[src/design/spi_pkg.sv]
// ~~~~~~~~~~~~~~~~~~~~
// SPI master shared definitions
// Default sizes, the byte type and the bridge FSM states
// ~~~~~~~~~~~~~~~~~~~~

package spi_pkg;

	// Bytes per SPI word when the top level does not override it
	parameter int DEFAULT_DATA_BYTES = 1;

	// Entries per FIFO as a power of two so the pointers wrap cleanly
	parameter int DEFAULT_FIFO_DEPTH = 4;

	// One byte on the wire and the unit that words are built from
	typedef logic [7:0] spi_byte_t;

	// Bridge FSM
	// SETUP waits for a word, TRANSFER clocks it out and WAIT hands the
	// received word downstream
	typedef enum logic [1:0] {
		ST_SETUP    = 2'b00,
		ST_TRANSFER = 2'b01,
		ST_WAIT     = 2'b10
	} bridge_state_t;

endpackage

[src/design/byte_stream_if.sv]
// ~~~~~~~~~~~~~~~~~~~~
// Byte stream interface
// One valid/ready word stream with a frame-closing last flag
// ~~~~~~~~~~~~~~~~~~~~

`timescale 1ns/1ps

interface byte_stream_if #(
	parameter int DATA_BYTES = spi_pkg::DEFAULT_DATA_BYTES
);

	// A word moves on a rising clk while valid and ready are both high
	logic valid;
	logic ready;

	// Payload and frame marker that the source holds stable until accepted
	logic [DATA_BYTES*8-1:0] data;
	logic last;

	// The producing side of the stream
	modport source (
		output valid,
		output data,
		output last,
		input  ready
	);

	// The consuming side of the stream
	modport sink (
		input  valid,
		input  data,
		input  last,
		output ready
	);

endinterface

[src/design/axis_spi_bridge.sv]
// ~~~~~~~~~~~~~~~~~~~~
// Mode-0 SPI bridge
// Serializes stream words onto mosi at clk/2 and returns miso words
// Frames are marked with an active-low chip select
// ~~~~~~~~~~~~~~~~~~~~

`timescale 1ns/1ps

module axis_spi_bridge #(
	parameter int DATA_BYTES = spi_pkg::DEFAULT_DATA_BYTES
) (
	input logic clk,
	input logic sresetn,

	// Words to send come in here and received words leave here
	byte_stream_if.sink   in_bus,
	byte_stream_if.source out_bus,

	output logic sck,
	output logic mosi,
	output logic cs_n,
	input  logic miso
);

	localparam int WORD_BITS = DATA_BYTES * 8;
	localparam int CTR_W = $clog2(WORD_BITS);

	// Counter value of the final bit in a word
	localparam logic [CTR_W-1:0] CTR_HIGH = CTR_W'(WORD_BITS - 1);

	spi_pkg::bridge_state_t state;

	// Bit position within the word, advanced on each falling sck
	logic [CTR_W-1:0] bit_ctr;

	// Received bits enter at the bottom and end up MSB first
	logic [WORD_BITS-1:0] rx_shift;

	// Last flag of the word in flight since the tx side pops the word before WAIT
	logic last_q;

	logic last_bit;
	logic sck_rise;
	logic sck_fall;

	assign last_bit = (bit_ctr == CTR_HIGH);

	// With sck low the next clock raises it, and with sck high it drops it
	assign sck_rise = (state == spi_pkg::ST_TRANSFER) && !sck;
	assign sck_fall = (state == spi_pkg::ST_TRANSFER) && sck;

	// Pop the tx word on the falling edge after its final bit
	// The next word then reaches mosi while sck is low
	assign in_bus.ready = sck_fall && last_bit;

	// MSB first straight from the FIFO head, which only changes on a pop
	assign mosi = in_bus.data[CTR_HIGH - bit_ctr];

	// The received word is offered for as long as the FSM sits in WAIT
	assign out_bus.valid = (state == spi_pkg::ST_WAIT);
	assign out_bus.data  = rx_shift;
	assign out_bus.last  = last_q;

	// Control path
	always_ff @(posedge clk) begin
		if (!sresetn) begin
			state   <= spi_pkg::ST_SETUP;
			sck     <= 1'b0;
			bit_ctr <= '0;
			cs_n    <= 1'b1;
		end else begin
			case (state)
				spi_pkg::ST_SETUP: begin
					// Mid-frame cs_n is already low and simply stays there
					if (in_bus.valid) begin
						state <= spi_pkg::ST_TRANSFER;
						cs_n  <= 1'b0;
					end
				end
				spi_pkg::ST_TRANSFER: begin
					// Free-running toggle gives sck at clk/2 starting low
					sck <= !sck;
					if (sck) begin
						if (last_bit) begin
							// This edge brings sck low again, so WAIT starts idle
							bit_ctr <= '0;
							state   <= spi_pkg::ST_WAIT;
						end else begin
							bit_ctr <= bit_ctr + CTR_W'(1);
						end
					end
				end
				spi_pkg::ST_WAIT: begin
					// No sck edges here so a full rx FIFO stalls the bus cleanly
					if (out_bus.ready) begin
						state <= spi_pkg::ST_SETUP;
						// The frame closes together with the handoff of its last word
						if (last_q) begin
							cs_n <= 1'b1;
						end
					end
				end
				default: begin
					state <= spi_pkg::ST_SETUP;
				end
			endcase
		end
	end

	// Data path
	always_ff @(posedge clk) begin
		// Latch the frame marker as the word is taken on
		if ((state == spi_pkg::ST_SETUP) && in_bus.valid) begin
			last_q <= in_bus.last;
		end
		// Sample miso on the clock that raises sck
		if (sck_rise) begin
			rx_shift <= {rx_shift[WORD_BITS-2:0], miso};
		end
	end

endmodule

[src/design/byte_fifo.sv]
// ~~~~~~~~~~~~~~~~~~~~
// Word FIFO with last flags
// Synchronous first-word-fall-through buffer between two streams
// ~~~~~~~~~~~~~~~~~~~~

`timescale 1ns/1ps

module byte_fifo #(
	parameter int DATA_BYTES = spi_pkg::DEFAULT_DATA_BYTES,
	parameter int FIFO_DEPTH = spi_pkg::DEFAULT_FIFO_DEPTH
) (
	input logic clk,
	input logic sresetn,

	byte_stream_if.sink   in_bus,
	byte_stream_if.source out_bus
);

	// Index into the storage plus one wrap bit to tell full from empty
	localparam int IDX_W = $clog2(FIFO_DEPTH);
	localparam int PTR_W = IDX_W + 1;

	// Circular storage where each entry holds a word of bytes and its last flag
	spi_pkg::spi_byte_t [DATA_BYTES-1:0] data_mem [FIFO_DEPTH];
	logic last_mem [FIFO_DEPTH];

	logic [PTR_W-1:0] wr_ptr;
	logic [PTR_W-1:0] rd_ptr;
	logic [IDX_W-1:0] wr_idx;
	logic [IDX_W-1:0] rd_idx;

	logic full;
	logic empty;
	logic do_write;
	logic do_read;

	assign wr_idx = wr_ptr[IDX_W-1:0];
	assign rd_idx = rd_ptr[IDX_W-1:0];

	// Same index but opposite wrap bits means the writer has lapped the reader
	assign full  = (wr_ptr[IDX_W] != rd_ptr[IDX_W]) && (wr_idx == rd_idx);
	assign empty = (wr_ptr == rd_ptr);

	// Input accepts whenever there is room and output offers whenever data sits here
	assign in_bus.ready  = !full;
	assign out_bus.valid = !empty;

	// The head entry falls through to the output without a read cycle
	assign out_bus.data = data_mem[rd_idx];
	assign out_bus.last = last_mem[rd_idx];

	// Only the full condition refuses a write
	// A write into an empty FIFO and a read out of a full one are both ordinary
	assign do_write = in_bus.valid && !full;
	assign do_read  = out_bus.ready && !empty;

	// Storage write port
	always_ff @(posedge clk) begin
		if (do_write) begin
			data_mem[wr_idx] <= in_bus.data;
			last_mem[wr_idx] <= in_bus.last;
		end
	end

	// Pointers move independently so a read and a write can share a cycle
	always_ff @(posedge clk) begin
		if (!sresetn) begin
			wr_ptr <= '0;
			rd_ptr <= '0;
		end else begin
			if (do_write) begin
				wr_ptr <= wr_ptr + PTR_W'(1);
			end
			if (do_read) begin
				rd_ptr <= rd_ptr + PTR_W'(1);
			end
		end
	end

endmodule

[src/design/spi_master_top.sv]
// ~~~~~~~~~~~~~~~~~~~~
// SPI master top level
// Host streams buffered by FIFOs around the mode-0 SPI bridge
// ~~~~~~~~~~~~~~~~~~~~

`timescale 1ns/1ps

module spi_master_top #(
	parameter int DATA_BYTES = spi_pkg::DEFAULT_DATA_BYTES,
	parameter int FIFO_DEPTH = spi_pkg::DEFAULT_FIFO_DEPTH
) (
	input logic clk,
	input logic sresetn,

	// Host transmit stream
	input  logic                    tx_valid,
	output logic                    tx_ready,
	input  logic [DATA_BYTES*8-1:0] tx_data,
	input  logic                    tx_last,

	// Host receive stream
	output logic                    rx_valid,
	input  logic                    rx_ready,
	output logic [DATA_BYTES*8-1:0] rx_data,
	output logic                    rx_last,

	// SPI bus
	output logic sck,
	output logic mosi,
	output logic cs_n,
	input  logic miso
);

	// Host side into the tx FIFO and tx FIFO into the bridge
	byte_stream_if #(.DATA_BYTES(DATA_BYTES)) tx_in_bus ();
	byte_stream_if #(.DATA_BYTES(DATA_BYTES)) tx_out_bus ();

	// Bridge into the rx FIFO and rx FIFO out to the host
	byte_stream_if #(.DATA_BYTES(DATA_BYTES)) rx_in_bus ();
	byte_stream_if #(.DATA_BYTES(DATA_BYTES)) rx_out_bus ();

	// Host transmit ports feed the tx FIFO input
	assign tx_in_bus.valid = tx_valid;
	assign tx_in_bus.data  = tx_data;
	assign tx_in_bus.last  = tx_last;
	assign tx_ready        = tx_in_bus.ready;

	// The rx FIFO output drives the host receive ports
	assign rx_valid         = rx_out_bus.valid;
	assign rx_data          = rx_out_bus.data;
	assign rx_last          = rx_out_bus.last;
	assign rx_out_bus.ready = rx_ready;

	byte_fifo #(
		.DATA_BYTES(DATA_BYTES),
		.FIFO_DEPTH(FIFO_DEPTH)
	) u_tx_fifo (
		.clk     (clk),
		.sresetn (sresetn),
		.in_bus  (tx_in_bus),
		.out_bus (tx_out_bus)
	);

	axis_spi_bridge #(
		.DATA_BYTES(DATA_BYTES)
	) u_bridge (
		.clk     (clk),
		.sresetn (sresetn),
		.in_bus  (tx_out_bus),
		.out_bus (rx_in_bus),
		.sck     (sck),
		.mosi    (mosi),
		.cs_n    (cs_n),
		.miso    (miso)
	);

	byte_fifo #(
		.DATA_BYTES(DATA_BYTES),
		.FIFO_DEPTH(FIFO_DEPTH)
	) u_rx_fifo (
		.clk     (clk),
		.sresetn (sresetn),
		.in_bus  (rx_in_bus),
		.out_bus (rx_out_bus)
	);

endmodule

[config.mk]
export PLATFORM = sky130hd
export DESIGN_NAME = spi_master_top
export DESIGN_NICKNAME = d
export VERILOG_FILES = /design/src/design/spi_pkg.sv /design/src/design/byte_stream_if.sv /design/src/design/axis_spi_bridge.sv /design/src/design/byte_fifo.sv /design/src/design/spi_master_top.sv
export SDC_FILE = /design/constraint.sdc
export NUM_CORES = 1
export LEC_CHECK = 0
export BUFFER_PORTS_ARGS = -buffer_cell sky130_fd_sc_hd__buf_2
export CORE_ASPECT_RATIO = 1.5
export CORE_MARGIN = 1
export CORE_UTILIZATION = 45
export CTS_CLUSTER_DIAMETER = 80
export CTS_CLUSTER_SIZE = 24
export DETAILED_ROUTE_END_ITERATION = 12
export HOLD_SLACK_MARGIN = 0.05
export PLACE_DENSITY = 0.63
export SETUP_SLACK_MARGIN = 0.15
export SYNTH_ARGS = -nofsm -noshare
export SYNTH_HDL_FRONTEND = slang
export SYNTH_SLANG_ARGS = --single-unit
[constraint.sdc]
create_clock -name clk -period 1.6 [get_ports clk]
set_input_delay 0.16 -clock clk [delete_from_list [all_inputs] [get_ports clk]]
set_output_delay 0.16 -clock clk [all_outputs]
set_load 0.01 [all_outputs]
==> metrics list <==
* Run status: finished with violations
- Violated checks: negative setup slack
* Core outline area: just under 9000 sq um
- Clock H-tree levels: 3
- For the worst setup path, the data required time is approximately 1.4 ns.
- Overall die width: ~80 um
- Of the synthesized area, sequential elements account for 69.47%.
* Count of pins over their slew limit: 0
- Per-instance average area after synthesis: between 15 and 20 sq um
* Initial Utilization: roughly 47%
- The number of hold violations in the final report came to 0.
- After detailed routing, the number of vias per cell comes to around 5.1.
- Crit Path Max Fanout: 8
* Routed via count: around 2300
- Adder-Cell Fraction of Synth Area: under 10%
* Total negative slack for setup checks: -0.9429 ns
- Type of the tightest min-delay check: in -> reg
- The internal portion of the total power is between 4 and 5 mW.
* DRC errors left: 0
- Part of the power in the clock network: 40.7%
- Num CTS Buffers: 9
* Residual overflow from global routing: 0
- Antenna violations before repair: 0
* Combinational share of power: under 10%
- Row count: 42
- Syn Std Cell Area: about 4200 sq um
- Global routing consumed, over all layers together, ~17% of the routing resources.
- Simple-gate area share of the yosys netlist: under 10%
* First-pass GRT wire length: 11850 um
- Setup violations remaining at the end of the flow were counted as 10.
* Avg WL per Cell: 16.33 um
- Pin count of the biggest net entering global routing: 22
* Power, Total: between 5 and 6 mW
* Die footprint: 9650 sq um
* Proportion of synthesized area in mux cells: around a tenth
- After synthesis, the netlist uses 40 different library cells.
- Measured along the y axis, the die boundary spans 119.8 um.
* Final Util: 63.48%
* Mapped Nets: 279
- 0 antenna diodes ended up in the layout.
- Setup repair after global routing could not meet its margin everywhere.
- The worst path uses 123.0% of the clock period.
- The worst setup path is captured at a primary output.
- Cell with the biggest individual delay on the critical path: dfxtp_4
* Category of the most critical setup path: reg -> out
- After legalization and detailed placement, the total HPWL measured 4738 um.
* Clock tree from TritonCTS: yes
* I/O pin cnt: 28
- Switching portion of total power: 20.15%
- Flop-to-flop setup slack: about 0.070 ns
* Final net count: approximately 370
- Number of buffers added on ports: 27
* Crit path largest cell delay: roughly 0.40 ns
* Sequential power share: a little over half
- Arrival time of the worst setup path: 1.81 ns
- Maximum clock frequency: 508.1 MHz
- The longest clock path from root to sink contains 2 buffers.
- Number of optimization iterations in the first detailed-route pass: 4
- Launching element type of the critical path: flop
- Xor-xnor portion of the synthesized cell area: 3.155%
- Cells along the critical path: buf_12 > mux2i_1 > a22oi_1 > nand4b_1 > o22ai_1 > a311o_1 > buf_2
* Leakage dissipation: 1.974 nW
- Shortest clock period the worst path allows after layout: roughly 2.0 ns
* Power density of the placed cells: 1007 nW/um^2
- After synthesis, the largest family of logic cells by area is multiplexers.
- The clock drives between 100 and 150 sinks.
- Cell chosen for the clock root: clkbuf_16
- The detail route stage leaves a number of antenna-violating nets equal to 0.
- Fraction of layout cells with a size suffix above 1: between 40% and 50%
- Post-Route Skew: around 0.0048 ns
* Syn. warnings: 0
* Number of synthesized register bits: approximately 100
- Worst Hold Margin: between 0.1 and 0.15 ns
* Synthesized-area fraction occupied by ao, oa, aoi and oai cells: under 10%
* Power spent charging and discharging nets: 1.144 mW
- Peak ir drop on the vdd network: around 0.00076 V
- Clock-pin slew on the worst setup and hold paths: 0.06 ns
* Gate count of the mapped netlist: between 200 and 300
- Number of fill cells: ~600
- Final Routed Wirelength: ~7400 um
- Max-capacitance violation count: 0
- In the post-route analysis, the smallest setup slack over all paths is -0.3682 ns.
* Area delta synth->final: 35.40%
* Gp weighted congestion: between 0.7 and 0.8
* Max-slew headroom at the worst pin: 77.09%
- Clock latency on the worst-skew pair: between 0.3 and 0.4 ns
* Violation count after the first detailed-routing iteration: 94
* Worst Max-Slew Pin Slew: 0.3412 ns
- The number of global-route vias before repair is around 2500.
## stage by stage
stage          instance area, sq um  instances  setup WS (ns)
2_1_floorplan                  4183        253         0.1178
3_3_place_gp                   4653        410       -0.04170
3_5_place_dp                   4653        410       -0.04933
4_1_cts                        5444        452        -0.3962
5_1_grt                        5638        455        -0.4795
6_report                       5638        455        -0.3682
## critical path: cells and delay by family, from the launching register on
| kind | cells | cell delay, ns |
|---|---|---|
| compound gates | 3 | 0.45 |
| mux | 1 | 0.22 |
| flops | 1 | 0.40 |
| buf+inv | 2 | 0.28 |
| simple gates | 1 | 0.11 |
## power groups by stage
stage          registers (mW)  clock network (mW)  logic [mW]
2_1_floorplan            3.13                   0       0.143
3_3_place_gp             3.13                   0       0.242
3_5_place_dp             3.14                   0       0.249
4_1_cts                  3.07                2.37       0.284
5_1_grt                  3.08                2.48       0.325
6_report                 3.07                2.31       0.292
## cells in the mapped netlist
master,number,area [sq um]
and2_2,2,15.01
buf_1,1,3.750
mux4_2,9,202.7
and3_2,1,7.510
and2_1,11,68.82
o22ai_1,1,6.260
nand3b_1,1,7.510
nand4b_1,4,35.03
dfxtp_1,23,460.4
o21ai_0,1,5.000
edfxtp_1,81,2432
a22oi_1,4,30.03
nand2_1,9,33.78
o21a_1,1,7.510
nand4_1,1,6.260
ha_1,12,150.1
a21boi_0,3,22.52
and3_1,2,12.51
a31oi_1,2,12.51
nor3b_1,2,15.01
mux4_1,1,26.28
a21oi_1,4,20.02
and2b_1,1,7.510
inv_1,7,26.28
a31oi_4,2,42.54
o211ai_1,1,7.510
xor2_1,5,43.79
nor2_1,3,11.26
a311o_1,1,10.01
nand3_1,6,30.03
nand2b_1,1,6.260
buf_2,2,10.01
clkbuf_1,3,11.26
buf_6,1,11.26
nor3_1,2,10.01
a211oi_1,1,7.510
xnor2_1,10,87.58
nor2b_1,13,81.33
and2_4,1,8.760
mux2i_1,17,170.2
## logic make-up (layout without fill, tap and decap cells)
group,count (synthesis),count (layout)
AO/OA/AOI/OAI,21,21
multiplexers,27,27
adder cells (fa/ha/maj),12,12
buffers and inverters,14,105
XOR/XNOR,15,15
flip-flops,104,104
AND/OR/NAND/NOR,60,61
## flip-flops by register name, indices dropped and copies added, names as in the netlist, named ones only
| signal | flops |
|---|---|
| u_bridge.bit_ctr | 3 |
| u_bridge.cs_n | 1 |
| u_bridge.out_bus.data | 8 |
| u_bridge.out_bus.last | 1 |
| u_bridge.sck | 1 |
| u_bridge.state | 2 |
| u_rx_fifo.data_mem | 32 |
| u_rx_fifo.last_mem | 4 |
| u_rx_fifo.rd_ptr | 3 |
| u_rx_fifo.wr_ptr | 3 |
| u_tx_fifo.data_mem | 32 |
| u_tx_fifo.last_mem | 4 |
| u_tx_fifo.rd_ptr | 3 |
| u_tx_fifo.wr_ptr | 3 |
## cell type report
cell class,count,area [sq um],area share (%)
sequential,104,2933,52.02
inverter,7,26.28,0.4660
multi-input combinational,136,1424,25.26
clock inverter,6,92.59,1.642
tap,110,137.6,2.441
timing repair buffer,82,795.8,14.11
clock buffer,10,229.0,4.061
## routing by layer
metal	global-route usage [%]	share of wire, %	up-vias
li1	-	-	1131
met1	17.23	37	1137
met2	31.62	58	29
met3	4.639	2.6	13
met4	8.147	2.4	0
met5	0	0	-
## final timing paths
kind / from / to / cells past startpoint
setup / recovery: flop / mosi / 7
hold / removal: rx_ready / u_rx_fifo.rd_ptr[1]$_SDFFE_PN0P_ / 3
setup reg to reg: u_bridge.bit_ctr[0]$_SDFFE_PN0P_ / flop / 6
hold reg to reg: u_bridge.cs_n$_SDFFE_PN1P_ / u_bridge.cs_n$_SDFFE_PN1P_ / 2
## what timing repair did
item / 4_1_cts / 5_1_grt
buffers inserted: 13 / 2
cloned: 3 / 1
setup endpoints to repair: 97 / 100
endpoints found under the hold margin: 37 / 0
gates resized for setup: 49 / 37
hold buffers: 10 / 0
pin swaps: 10 / 11
## placed cells by master (no fill, tap or decap), drive strengths merged, types with 2 or more instances in the layout
master / count
a21boi: 3
a21oi: 4
a22oi: 4
a31oi: 4
and2: 15
and3: 3
buf: 72
bufinv: 2
clkbuf: 10
clkinvlp: 2
dfxtp: 23
dlygate4sd3: 10
edfxtp: 81
ha: 12
inv: 8
mux2i: 17
mux4: 10
nand2: 9
nand3: 6
nand4b: 4
nor2: 3
nor2b: 13
nor3: 2
nor3b: 2
xnor2: 10
xor2: 5
(Power assumes the default switching activity.)
